## src/rtl/gf4_pkg.sv

```systemverilog
package gf4_pkg;

  ////////////////////////////////////////////////////////////
  // array geometry

  localparam int N_ROWS = 4;
  localparam int N_COLS = 4;
  localparam int ELEM_W = 2;

  // start to result_valid, in cycles
  localparam int LATENCY = 9;

  ////////////////////////////////////////////////////////////
  // element and command types

  typedef logic [ELEM_W-1:0] gf4_t;

  // column 0 sits in the low bits
  typedef gf4_t [N_COLS-1:0] gf4_vec_t;

  typedef enum logic [1:0] {
    op_pass  = 2'd0,
    op_load  = 2'd1,
    op_scale = 2'd2,
    op_elim  = 2'd3
  } row_op_e;

  typedef struct packed {
    gf4_t    fac;
    row_op_e op;
  } row_cmd_t;

  // row 0 sits in the low bits
  typedef row_cmd_t [N_ROWS-1:0] cmd_bus_t;

  typedef struct packed {
    logic     valid;
    row_cmd_t cmd;
  } lane_t;

  ////////////////////////////////////////////////////////////
  // arithmetic

  // elements are polynomials in alpha, reduced with alpha^2 = alpha + 1
  function automatic gf4_t gf4_mul(input gf4_t a, input gf4_t b);
    logic top;
    top = a[1] & b[1];
    return {top ^ (a[1] & b[0]) ^ (a[0] & b[1]), top ^ (a[0] & b[0])};
  endfunction

endpackage

```

## src/rtl/row_cmd_decode.sv

```systemverilog
module row_cmd_decode
  import gf4_pkg::*;
(
  input  logic     clk,
  input  logic     rst_n,
  input  logic     start,
  input  gf4_vec_t data,
  input  cmd_bus_t cmds,
  output lane_t    row_lanes [N_ROWS],
  output gf4_t     col_data  [N_COLS]
);

  logic     start_q;
  gf4_vec_t data_q;
  cmd_bus_t cmds_q;

  // input register
  always_ff @(posedge clk) begin
    if (!rst_n) begin
      start_q <= 1'b0;
    end else begin
      start_q <= start;
    end
  end

  always_ff @(posedge clk) begin
    data_q <= data;
    cmds_q <= cmds;
  end

  ////////////////////////////////////////////////////////////
  // row r command, r cycles late

  for (genvar r = 0; r < N_ROWS; r++) begin : g_row
    if (r == 0) begin : g_direct
      assign row_lanes[r] = '{valid: start_q, cmd: cmds_q[r]};
    end else begin : g_delay
      logic     vld_d [r];
      row_cmd_t cmd_d [r];

      always_ff @(posedge clk) begin
        if (!rst_n) begin
          for (int s = 0; s < r; s++) begin
            vld_d[s] <= 1'b0;
          end
        end else begin
          vld_d[0] <= start_q;
          for (int s = 1; s < r; s++) begin
            vld_d[s] <= vld_d[s-1];
          end
        end
      end

      always_ff @(posedge clk) begin
        cmd_d[0] <= cmds_q[r];
        for (int s = 1; s < r; s++) begin
          cmd_d[s] <= cmd_d[s-1];
        end
      end

      assign row_lanes[r] = '{valid: vld_d[r-1], cmd: cmd_d[r-1]};
    end
  end

  ////////////////////////////////////////////////////////////
  // column c data, c cycles late

  for (genvar c = 0; c < N_COLS; c++) begin : g_col
    if (c == 0) begin : g_direct
      assign col_data[c] = data_q[c];
    end else begin : g_delay
      gf4_t elem_d [c];

      always_ff @(posedge clk) begin
        elem_d[0] <= data_q[c];
        for (int s = 1; s < c; s++) begin
          elem_d[s] <= elem_d[s-1];
        end
      end

      assign col_data[c] = elem_d[c-1];
    end
  end

endmodule

```

## src/rtl/gf4_cell.sv

```systemverilog
module gf4_cell
  import gf4_pkg::*;
(
  input  logic  clk,
  input  logic  rst_n,
  input  lane_t lane_in,
  input  gf4_t  data_in,
  output lane_t lane_out,
  output gf4_t  data_out
);

  gf4_t     pivot;
  gf4_t     data_nxt;
  logic     valid_q;
  row_cmd_t cmd_q;

  // row operation on the element passing down
  always_comb begin
    data_nxt = data_in;
    if (lane_in.valid) begin
      case (lane_in.cmd.op)
        op_scale: data_nxt = gf4_mul(lane_in.cmd.fac, data_in);
        op_elim:  data_nxt = data_in ^ gf4_mul(lane_in.cmd.fac, pivot);
        default:  data_nxt = data_in;
      endcase
    end
  end

  // held pivot, replaced only by a valid load
  always_ff @(posedge clk) begin
    if (!rst_n) begin
      pivot <= '0;
    end else if (lane_in.valid && lane_in.cmd.op == op_load) begin
      pivot <= data_in;
    end
  end

  always_ff @(posedge clk) begin
    if (!rst_n) begin
      valid_q <= 1'b0;
    end else begin
      valid_q <= lane_in.valid;
    end
  end

  always_ff @(posedge clk) begin
    cmd_q    <= lane_in.cmd;
    data_out <= data_nxt;
  end

  // command moves on to the right neighbour
  assign lane_out = '{valid: valid_q, cmd: cmd_q};

endmodule

```

## src/rtl/elim_array.sv

```systemverilog
module elim_array
  import gf4_pkg::*;
(
  input  logic  clk,
  input  logic  rst_n,
  input  lane_t row_lanes    [N_ROWS],
  input  gf4_t  col_data     [N_COLS],
  output gf4_t  bottom_data  [N_COLS],
  output logic  bottom_valid [N_COLS]
);

  // lane_h[r][c] enters cell (r,c) from the left
  lane_t lane_h [N_ROWS][N_COLS+1];
  // data_v[r][c] enters cell (r,c) from above
  gf4_t  data_v [N_ROWS+1][N_COLS];

  ////////////////////////////////////////////////////////////
  // array edges

  for (genvar r = 0; r < N_ROWS; r++) begin : g_left
    assign lane_h[r][0] = row_lanes[r];
  end

  for (genvar c = 0; c < N_COLS; c++) begin : g_edge
    assign data_v[0][c] = col_data[c];

    // bottom row registers lane and data in the same cycle
    assign bottom_data[c]  = data_v[N_ROWS][c];
    assign bottom_valid[c] = lane_h[N_ROWS-1][c+1].valid;
  end

  ////////////////////////////////////////////////////////////
  // cell grid

  for (genvar r = 0; r < N_ROWS; r++) begin : g_r
    for (genvar c = 0; c < N_COLS; c++) begin : g_c
      gf4_cell i_cell (
        .clk      (clk),
        .rst_n    (rst_n),
        .lane_in  (lane_h[r][c]),
        .data_in  (data_v[r][c]),
        .lane_out (lane_h[r][c+1]),
        .data_out (data_v[r+1][c])
      );
    end
  end

endmodule

```

## src/rtl/result_align.sv

```systemverilog
module result_align
  import gf4_pkg::*;
(
  input  logic     clk,
  input  logic     rst_n,
  input  gf4_t     bottom_data  [N_COLS],
  input  logic     bottom_valid [N_COLS],
  output gf4_vec_t result,
  output logic     result_valid
);

  gf4_t al_data  [N_COLS];
  logic al_valid [N_COLS];

  // column c waits for the last column, N_COLS-1-c cycles
  for (genvar c = 0; c < N_COLS; c++) begin : g_col
    localparam int D = N_COLS - 1 - c;

    if (D == 0) begin : g_direct
      assign al_data[c]  = bottom_data[c];
      assign al_valid[c] = bottom_valid[c];
    end else begin : g_delay
      gf4_t elem_d [D];
      logic vld_d  [D];

      always_ff @(posedge clk) begin
        if (!rst_n) begin
          for (int s = 0; s < D; s++) begin
            vld_d[s] <= 1'b0;
          end
        end else begin
          vld_d[0] <= bottom_valid[c];
          for (int s = 1; s < D; s++) begin
            vld_d[s] <= vld_d[s-1];
          end
        end
      end

      always_ff @(posedge clk) begin
        elem_d[0] <= bottom_data[c];
        for (int s = 1; s < D; s++) begin
          elem_d[s] <= elem_d[s-1];
        end
      end

      assign al_data[c]  = elem_d[D-1];
      assign al_valid[c] = vld_d[D-1];
    end

    // each element updates only with its own wavefront
    always_ff @(posedge clk) begin
      if (al_valid[c]) begin
        result[c] <= al_data[c];
      end
    end
  end

  always_ff @(posedge clk) begin
    if (!rst_n) begin
      result_valid <= 1'b0;
    end else begin
      result_valid <= al_valid[N_COLS-1];
    end
  end

endmodule

```

## src/rtl/gf4_elim_top.sv

```systemverilog
module gf4_elim_top
  import gf4_pkg::*;
(
  input  logic     clk,
  input  logic     rst_n,
  input  logic     start,
  input  gf4_vec_t data,
  input  cmd_bus_t cmds,
  output gf4_vec_t result,
  output logic     result_valid
);

  lane_t row_lanes    [N_ROWS];
  gf4_t  col_data     [N_COLS];
  gf4_t  bottom_data  [N_COLS];
  logic  bottom_valid [N_COLS];

  row_cmd_decode i_decode (
    .clk       (clk),
    .rst_n     (rst_n),
    .start     (start),
    .data      (data),
    .cmds      (cmds),
    .row_lanes (row_lanes),
    .col_data  (col_data)
  );

  elim_array i_array (
    .clk          (clk),
    .rst_n        (rst_n),
    .row_lanes    (row_lanes),
    .col_data     (col_data),
    .bottom_data  (bottom_data),
    .bottom_valid (bottom_valid)
  );

  result_align i_align (
    .clk          (clk),
    .rst_n        (rst_n),
    .bottom_data  (bottom_data),
    .bottom_valid (bottom_valid),
    .result       (result),
    .result_valid (result_valid)
  );

endmodule

```

## config.mk

```make
export PLATFORM = sky130hd
export DESIGN_NAME = gf4_elim_top
export DESIGN_NICKNAME = d
export VERILOG_FILES = /design/src/rtl/gf4_pkg.sv /design/src/rtl/row_cmd_decode.sv /design/src/rtl/gf4_cell.sv /design/src/rtl/elim_array.sv /design/src/rtl/result_align.sv /design/src/rtl/gf4_elim_top.sv
export SDC_FILE = /design/constraint.sdc
export NUM_CORES = 1
export LEC_CHECK = 0
export ABC_AREA = 1
export BUFFER_PORTS_ARGS = -buffer_cell sky130_fd_sc_hd__buf_2
export CORE_ASPECT_RATIO = 0.9
export CORE_UTILIZATION = 40
export CTS_CLUSTER_DIAMETER = 150
export DETAILED_ROUTE_END_ITERATION = 16
export HOLD_SLACK_MARGIN = 0.12
export PLACE_DENSITY = 0.66
export SETUP_SLACK_MARGIN = 0.02
export SYNTH_ARGS = -nofsm -noshare
export SYNTH_HDL_FRONTEND = slang
export SYNTH_SLANG_ARGS = --single-unit
```

## constraint.sdc

```tcl
create_clock -name clk -period 1.4 [get_ports clk]
set_clock_uncertainty 0.15 [all_clocks]
set_input_delay 0.07 -clock clk [delete_from_list [all_inputs] [get_ports clk]]
set_output_delay 0.07 -clock clk [all_outputs]
set_load 0.05 [all_outputs]
```

==> results of run 1 <==
[cell usage in the layout, fill, tap and decap left out, types with 18 or more instances in the layout]
master,Yosys,layout
nand2_1,352,352
dfxtp_1,198,184
inv_1,150,150
nand3_1,72,72
o21ai_0,61,61
dlygate4sd3_1,0,51
a21oi_1,47,47
nor2_1,44,44
buf_2,0,35
clkbuf_16,0,23
xnor2_1,21,21
o22ai_1,20,20
nand4_1,20,20
inv_2,18,18
[logic make-up (layout without fill, tap and decap cells)]
logic type / after synthesis / after routing
AO/OA/AOI/OAI: 130 / 130
XOR/XNOR: 26 / 26
buffers and inverters: 174 / 302
flip-flops: 206 / 206
AND/OR/NAND/NOR: 513 / 513
[metrics by stage]
step | std cells | cell area [um^2]
finish | 1427 | 9730
global route | 1427 | 9730
CTS | 1427 | 9700
detailed placement | 1336 | 8480
global placement | 1336 | 8480
floorplan | 1049 | 7940
[worst max path at each step]
stage                                                           to  slack (ns)  depth (start not counted)
after global routing      i_array.g_r[3].g_c[0].i_cell.data_out[1]      0.0007                          8
final                                                    result[2]        0.11                          1
after floorplan           i_array.g_r[2].g_c[2].i_cell.data_out[1]        0.26                          9
after global placement    i_array.g_r[1].g_c[2].i_cell.data_out[1]        0.12                          9
after CTS                 i_array.g_r[1].g_c[2].i_cell.data_out[1]        0.07                          9
after detailed placement  i_array.g_r[3].g_c[0].i_cell.data_out[1]        0.09                          9
[power breakdown]
part,switching (mW),internal (mW)
Combinational,0.453,0.396
Clock,2.23,3.36
Sequential,0.262,6.20
[flip-flops by register name, summed over array words and instances, names as in the netlist, 3 cells and up]
register / cells
i_array.g_r.g_c.i_cell.pivot: 32
i_decode.g_row.g_delay.vld_d: 3
i_array.g_r.g_c.i_cell.valid_q: 6
i_decode.g_row.g_delay.cmd_d: 24
i_array.g_r.g_c.i_cell.lane_out: 48
i_decode.cmds_q: 12
i_decode.row_lanes: 4
i_align.result: 8
i_align.g_col.g_delay.vld_d: 3
i_align.g_col.g_delay.elem_d: 12
i_decode.g_col.g_delay.elem_d: 12
i_array.g_r.g_c.i_cell.data_out: 32
i_decode.data_q: 6
[cell usage after synthesis]
cell,count,share of area
nor3_1,11,0.0069
inv_2,18,0.0085
xor2_1,5,0.0055
buf_4,1,0.00095
nor3_2,5,0.0063
nand4_1,20,0.016
xnor2_1,21,0.023
o21ai_1,2,0.0013
clkbuf_1,3,0.0014
nor3_4,4,0.0082
inv_1,150,0.071
nor2_2,3,0.0024
nand3_1,72,0.045
a21oi_1,47,0.030
nor2_1,44,0.021
inv_4,1,0.00079
dfxtp_1,198,0.50
nand2_2,2,0.0016
nand2_1,352,0.17
clkbuf_2,1,0.00063
o22ai_1,20,0.016
edfxtp_1,8,0.030
o21ai_0,61,0.038
[layer usage]
metal	vias to the layer above	track usage
li1	3534	-
met1	2833	0.180
met2	102	0.262
met3	35	0.0249
met4	0	0.0544
met5	-	0
[what timing repair did]
| item | 4_1_cts | 5_1_grt |
|---|---|---|
| endpoints found under the hold margin | 70 | 0 |
| gates resized for setup | 0 | 16 |
| hold buffers | 51 | 0 |
| endpoints found under the setup margin | 0 | 15 |
[layout make-up]
cell class | count | area, um^2
clock buffers | 32 | 639
clock inverters | 8 | 68.8
fillers | 1823 | 9610
inverters | 169 | 637
multi-input cells | 669 | 3090
flip-flops and latches | 206 | 4220
well taps | 250 | 313
repair buffers | 93 | 763
==> results_dict.tcl, run 1 <==
set metrics [dict create \
    synth-compound-area-share 0.0851 \
    outcome "finished clean" \
    place_ws_ns 0.0897 \
    slowest_delay_ns 0.36 \
    r2r_slack_ns 0.12 \
    io_buffers 35 \
    start_util 0.411 \
    power_per_cell_area_nw_per_um2 1330 \
    rsz0062_at_grt "true" \
    r2r_cells 9 \
    cts_max_path_buffers 3 \
    synth-seq-cells 206 \
    syn-cell-area_um2 7940 \
    grt_usage 0.149 \
    end_kind "primary output" \
    totalWireLength_um 14500 \
    wl_met3_um 487 \
    grt_pass1_wl_um 25500 \
    drc 0 \
    viasPerCell 4.56 \
    routedWlPerCell_um 10.2 \
    synth_simple_gate_area_share 0.274 \
    hold_class "flop to flop" \
    drv_cap 0 \
    arrival_ns 1.07 \
    peakVddDrop_mv 0.954 \
    vias 6504 \
    tightest_slew_ns 0.310 \
    cts_inserted_buffers 22 \
    worstSetupStartpointType "flop" \
    min_period_ns 1.29 \
    synth_xor_xnor_area_share 0.0287 \
    setup_ws_ns 0.112 \
    crit-reg2reg-capture "i_array.g_r[1].g_c[0].i_cell.data_out[1]" \
    rows 48 \
    post-route-period-util 0.920 \
    ioPinCount 36 \
    root_buffer "clkbuf_16" \
    hold_depth 0 \
    drt-met1-wl_um 6920 \
    synth_adder_area_share 0 \
    die_h_um 136 \
    synth-seq-area-share 0.529 \
    synth_top_family_by_area "simple AND/OR/NAND/NOR gates" \
    ys_warn_count 0 \
    crit_fanout 1 \
    synthCells 1049 \
    hpwlAfterDp_um 9740 \
    grt_max_degree 22 \
    synth.net_count 1076 \
    finalHoldViolCount 0 \
    hp-start "i_array.g_r[3].g_c[1].i_cell.data_out[0]" \
    crit_buf_inv 1 \
    rr_startpoint "i_decode.g_row[1].g_delay.cmd_d[0][3]" \
    cp.required_ns 1.18 \
    clock.fmax_ghz 0.776 \
    htree_levels 1 \
    dieArea_um2 20400 \
    chipWidth_um 151 \
    final_core_util 0.503 \
    drtAntennaViolNets 0 \
    drive_above_1_share 0.105 \
    first_pass_iters 4 \
    syn_area_per_cell_um2 7.57 \
    p_total_mw 12.9 \
    cts_tree "yes" \
    tns_ns 0 \
    drv_slew 0 \
    yosysUniqueCellTypes 23 \
    path_clk_slew_ns 0.06 \
    critPathTopFamily "flip-flops" \
    crit_slowest_cell "edfxtp_1" \
    postCtsSetupRepairBufs 0 \
    grt_pass1_vias 6108 \
    slew_headroom 0.792 \
    grt-ovfl-total 0 \
    gp_congestion 0.877 \
    highest-signal-layer "met4" \
    path_cells "buf_2" \
    cp-startpoint "i_align.result[2]" \
    coreArea_um2 19300 \
    antenna_found_initial 0 \
    cts.sinks 206 \
    clkLatencyLatePin_ns 0.50 \
    path_class "flop to primary output" \
    hold_slack_ns 0.173 \
    min_to "i_align.g_col[1].g_delay.elem_d[0][0]" \
    drtIter0Drc 298 \
    fin_nets 1188 \
    dr_wl_met2_um 6670 \
    syn_to_final_growth_pct 22.5 \
    report.final.setup_viol 0 \
    n_antenna_cell 0 \
    p_leak_nw 4.67 \
    synth_mux_area_frac 0 \
]
Note: power is estimated with default switching activity, not from simulation.
==> run 2, diff against run 1 <==
==> constraint.sdc (replaced) <==
create_clock -name clk -period 1.4 [get_ports clk]
set_clock_uncertainty 0.15 [all_clocks]
set_input_delay 0.28 -clock clk [delete_from_list [all_inputs] [get_ports clk]]
set_output_delay 0.28 -clock clk [all_outputs]
set_load 0.05 [all_outputs]
==> results_dict.tcl, run 2 (synthesized netlist as in run 1, its figures left out) <==
set metrics [dict create \
    critPathTopFamily "flip-flops" \
    r2r_slack_ns 0.08 \
    cts_inserted_buffers 22 \
    chipWidth_um 151 \
    nFillCells 1885 \
    path_cells "buf_6" \
    use_met3 0.0279 \
    arrival_ns 1.03 \
    vias 6384 \
    met1_usage 0.183 \
    grt_pass1_wl_um 25000 \
    coreArea_um2 19300 \
    clkLatencyLatePin_ns 0.51 \
    totalWireLength_um 14200 \
    clock.fmax_ghz 0.685 \
    crit-reg2reg-capture "i_align.g_col[1].g_delay.vld_d[0][0]" \
    n_antenna_cell 0 \
    peakVddDrop_mv 1.03 \
    finalHoldViolCount 0 \
    fin_nets 1169 \
    cts_tree "yes" \
    cts.sinks 206 \
    final_common_cell "nand2_1" \
    drtAntennaViolNets 0 \
    viasPerCell 4.53 \
    min_period_ns 1.46 \
    crit_slowest_cell "edfxtp_1" \
    grt-ovfl-total 0 \
    violations "setup timing" \
    slowest_delay_ns 0.38 \
    setup_ws_ns -0.0607 \
    gp_congestion 0.878 \
    die_h_um 136 \
    hp-start "i_decode.data_q[6]" \
    min_to "i_decode.g_col[3].g_delay.elem_d[0][0]" \
    r2r_cells 4 \
    start_util 0.411 \
    largest_reg_flops 48 \
    rr_startpoint "i_align.g_col[0].g_delay.vld_d[0][0]" \
    hpwlAfterDp_um 9460 \
    grt_usage 0.147 \
    tightest_slew_ns 0.497 \
    grt.busiest_layer "met2" \
    report.final.setup_viol 8 \
    htree_levels 1 \
    drtIter0Drc 228 \
    rows 48 \
    grt_max_degree 33 \
    path_class "flop to primary output" \
    drv_cap 0 \
    drc 0 \
    met2_usage 0.255 \
    syn_to_final_growth_pct 22.5 \
    cts_max_path_buffers 3 \
    routedWlPerCell_um 10.1 \
    crit_buf_inv 1 \
    rsz0062_at_grt "true" \
    end_kind "primary output" \
    slew_headroom 0.669 \
    ioPinCount 36 \
    final_cell_mix "352 x nand2_1, 177 x dfxtp_1, 150 x inv_1" \
    path_clk_slew_ns 0.06 \
    post-route-period-util 1.04 \
    worstSetupStartpointType "flop" \
    antenna_found_initial 0 \
    first_pass_iters 4 \
    hold_class "flop to flop" \
    place_ws_ns 0.100 \
    hold_depth 0 \
    drive_above_1_share 0.117 \
    tns_ns -0.466 \
    grt_pass1_vias 5830 \
    p_leak_nw 4.66 \
    power_per_cell_area_nw_per_um2 1400 \
    outcome "complete, but fails checks" \
    cp.required_ns 0.97 \
    drv_slew 0 \
    io_buffers 35 \
    crit_fanout 1 \
    root_buffer "clkbuf_16" \
    dieArea_um2 20400 \
]
## run 2: cell count changes in the layout (fill, tap and decap cells not counted), sizes merged
| cell | delta |
|---|---|
| dlygate4sd3 | -21 |
| clkbuf | -2 |
| clkinvlp | +1 |
| bufinv | +4 |
| clkinv | -2 |
| buf | +1 |
| dlymetal6s4s | +1 |
| inv | -1 |
## run 2: worst max-delay path by stage
stage,end,start,cells after the start
after global placement,i_array.g_r[1].g_c[2].i_cell.data_out[1],i_array.g_r[1].g_c[1].i_cell.lane_out[3],9
after floorplan,i_array.g_r[2].g_c[2].i_cell.data_out[1],i_array.g_r[2].g_c[1].i_cell.lane_out[3],9
after global routing,result[4],i_align.result[4],1
final,result[4],i_align.result[4],1
after CTS,result[6],i_align.result[6],1
after detailed placement,i_array.g_r[3].g_c[0].i_cell.data_out[1],i_decode.g_row[3].g_delay.cmd_d[0][11],9
## run 2: stage by stage
stage | utilization | hold slack, ns | power (mW) | cell area, um^2 | std cells
CTS | 0.500 | 0.175 | 13.8 | 9680 | 1407
finish | 0.503 | 0.175 | 13.6 | 9730 | 1408
detailed placement | 0.438 | 0.162 | 7.31 | 8460 | 1335
global route | 0.503 | 0.180 | 14.2 | 9730 | 1408
global placement | 0.438 | 0.161 | 7.30 | 8460 | 1335
floorplan | - | 0.158 | 7.08 | 7940 | 1049
## run 2: report_power, final
part           switching (mW)  internal [mW]  total [mW]
clock network            2.26           4.10        6.36
logic                   0.444          0.357       0.801
registers               0.259           6.21        6.47
## run 2: per-layer routing
layer | up-vias | routed length [um]
met3 | 23 | 433
met2 | 77 | 6520
met5 | - | 0
met4 | 0 | 284
li1 | 3498 | -
met1 | 2786 | 6960
## run 2: worst register-to-register path, stage by stage (launching register included)
cell	delay [ns]
dfxtp_2	0.31
buf_4	0.14
nand2_1	0.05
dlygate4sd3_1	0.54
inv_1	0.04
## run 2: area by class of cell
type	instances	area, um^2	area share
Sequential cell	206	4230	0.435
Multi-Input combinational cell	669	3090	0.317
Inverter	169	637	0.0655
Timing Repair Buffer	74	633	0.0651
Clock buffer	30	632	0.0650
Tap cell	250	313	0.0322
Clock inverter	10	195	0.0201
## run 2: what timing repair did
item / CTS / global route
gates resized for setup: 19 / 24
buffers inserted: 0 / 1
endpoints found under the hold margin: 62 / 0
setup endpoints to repair: 9 / 36
hold buffers: 32 / 0
==> run 3, diff against run 2 <==
--- a/config.mk
+++ b/config.mk
@@ -12,7 +12,7 @@
 export CTS_CLUSTER_DIAMETER = 150
 export DETAILED_ROUTE_END_ITERATION = 16
 export HOLD_SLACK_MARGIN = 0.12
-export PLACE_DENSITY = 0.66
+export PLACE_DENSITY = 0.68
 export SETUP_SLACK_MARGIN = 0.02
 export SYNTH_ARGS = -nofsm -noshare
 export SYNTH_HDL_FRONTEND = slang
==> constraint.sdc (replaced) <==
create_clock -name clk -period 1.23 [get_ports clk]
set_clock_uncertainty 0.15 [all_clocks]
set_input_delay 0.246 -clock clk [delete_from_list [all_inputs] [get_ports clk]]
set_output_delay 0.246 -clock clk [all_outputs]
set_load 0.05 [all_outputs]
==> results_dict.tcl, run 3 (synthesized netlist as in run 1, its figures left out) <==
set metrics [dict create \
    rows 48 \
    ioPinCount 36 \
    grt_pass1_vias 6032 \
    fin_nets 1213 \
    cts_max_path_buffers 3 \
    dieArea_um2 20400 \
    report.final.setup_viol 9 \
    min_period_ns 1.44 \
    start_util 0.411 \
    first_pass_iters 5 \
    placed_area_um2 8740 \
    path_clk_slew_ns 0.06 \
    viasPerCell 4.67 \
    syn_to_final_growth_pct 31.0 \
    htree_levels 1 \
    rsz0062_at_grt "true" \
    hold_class "flop to flop" \
    post-route-period-util 1.17 \
    slowest_delay_ns 0.38 \
    clkLatencyLatePin_ns 0.51 \
    end_kind "primary output" \
    drv_slew 0 \
    routedWlPerCell_um 10.8 \
    io_buffers 35 \
    final_cell_mix "312 x nand2_1, 132 x inv_1, 104 x dfxtp_1" \
    power_per_cell_area_nw_per_um2 1430 \
    outcome "complete, but fails checks" \
    die_h_um 136 \
    final_common_cell "nand2_1" \
    tightest_slew_ns 0.305 \
    grt_usage 0.147 \
    root_buffer "clkbuf_16" \
    clock.fmax_ghz 0.695 \
    worstSetupStartpointType "flop" \
    hold_slack_ns 0.173 \
    antenna_found_initial 0 \
    chipWidth_um 151 \
    n_antenna_cell 0 \
    drv_cap 0 \
    hpwlAfterDp_um 9720 \
    drtIter0Drc 323 \
    gp_congestion 0.861 \
    slew_headroom 0.796 \
    violations "setup timing" \
    place_ws_ns -0.0465 \
    peakVddDrop_mv 1.08 \
    p_total_mw 14.9 \
    largest_reg_flops 48 \
    path_class "flop to primary output" \
    crit_fanout 1 \
    critPathTopFamily "flip-flops" \
    grt-ovfl-total 0 \
    setup_ws_ns -0.210 \
    cp.required_ns 0.83 \
    drive_above_1_share 0.278 \
    fin_cells 1451 \
    p_leak_nw 4.92 \
    totalWireLength_um 15700 \
    cts_tree "yes" \
    path_cells "buf_6" \
    crit_buf_inv 1 \
    dp_cells 1372 \
    drtAntennaViolNets 0 \
    finalHoldViolCount 0 \
    cts.sinks 206 \
    coreArea_um2 19300 \
    crit_slowest_cell "edfxtp_1" \
    vias 6783 \
    arrival_ns 1.04 \
    cts_inserted_buffers 22 \
    drc 0 \
    grt_pass1_wl_um 25200 \
    grt_max_degree 45 \
    design_area_um2 10400 \
]
run 3: changes by cell type in the layout (fill, tap and decap cells not counted), sizes merged:
| cell | previous run | this run |
|---|---|---|
| clkinv | 3 | 7 |
| dlygate4sd3 | 30 | 26 |
| clkinvlp | 2 | 0 |
| bufinv | 5 | 1 |
| buf | 43 | 89 |
| dlymetal6s4s | 1 | 0 |
| clkbuf | 30 | 34 |
run 3: cell type report:
class                      instances  area (um^2)
tap                              250          313
inverter                         169          669
timing repair buffer             118          973
sequential                       206         4400
multi-input combinational        669         3340
fill                            1778         8930
clock inverter                     8         71.3
clock buffer                      31          636
run 3: timing repair:
action / CTS / global route
resized for setup: 47 / 208
cloned: 0 / 2
pin swaps: 1 / 53
hold buffers: 26 / 0
hold endpoints to repair: 70 / 0
setup buffers: 0 / 12
setup endpoints to repair: 30 / 61
run 3: power by group:
group	internal, mW	total, mW	switching (mW)
combinational	0.551	1.17	0.617
clock	3.81	6.36	2.55
sequential	7.04	7.33	0.289
total	11.4	14.9	3.46
run 3: worst paths after layout:
path / slack (ns) / to / startpoint / cells past startpoint
worst max-delay path: -0.21 / result[7] / i_align.result[7] / 1
worst min-delay path: 0.17 / i_decode.g_row[3].g_delay.cmd_d[0][11] / i_decode.g_row[3].g_delay.cmd_d[0][7] / 0
worst max register to register: 0.02 / i_array.g_r[2].g_c[2].i_cell.data_out[1] / i_array.g_r[2].g_c[1].i_cell.lane_out[3] / 9
worst min register to register: 0.17 / i_decode.g_row[3].g_delay.cmd_d[0][11] / i_decode.g_row[3].g_delay.cmd_d[0][7] / 0
run 3: metal layers:
layer / track usage / up-vias / part of all wire / wire, um
met1: 0.180 / 3030 / 0.45 / 7080
li1: - / 3591 / - / -
met3: 0.0269 / 30 / 0.037 / 582
met5: 0 / - / 0 / 0
met2: 0.254 / 132 / 0.48 / 7600
met4: 0.0600 / 0 / 0.030 / 480
run 3: metrics by stage:
step,setup TNS (ns),utilization
detailed placement,-0.171,0.452
global placement,-0.0852,0.452
CTS,-1.95,0.507
global route,-3.02,0.538
floorplan,0,-
finish,-1.73,0.538
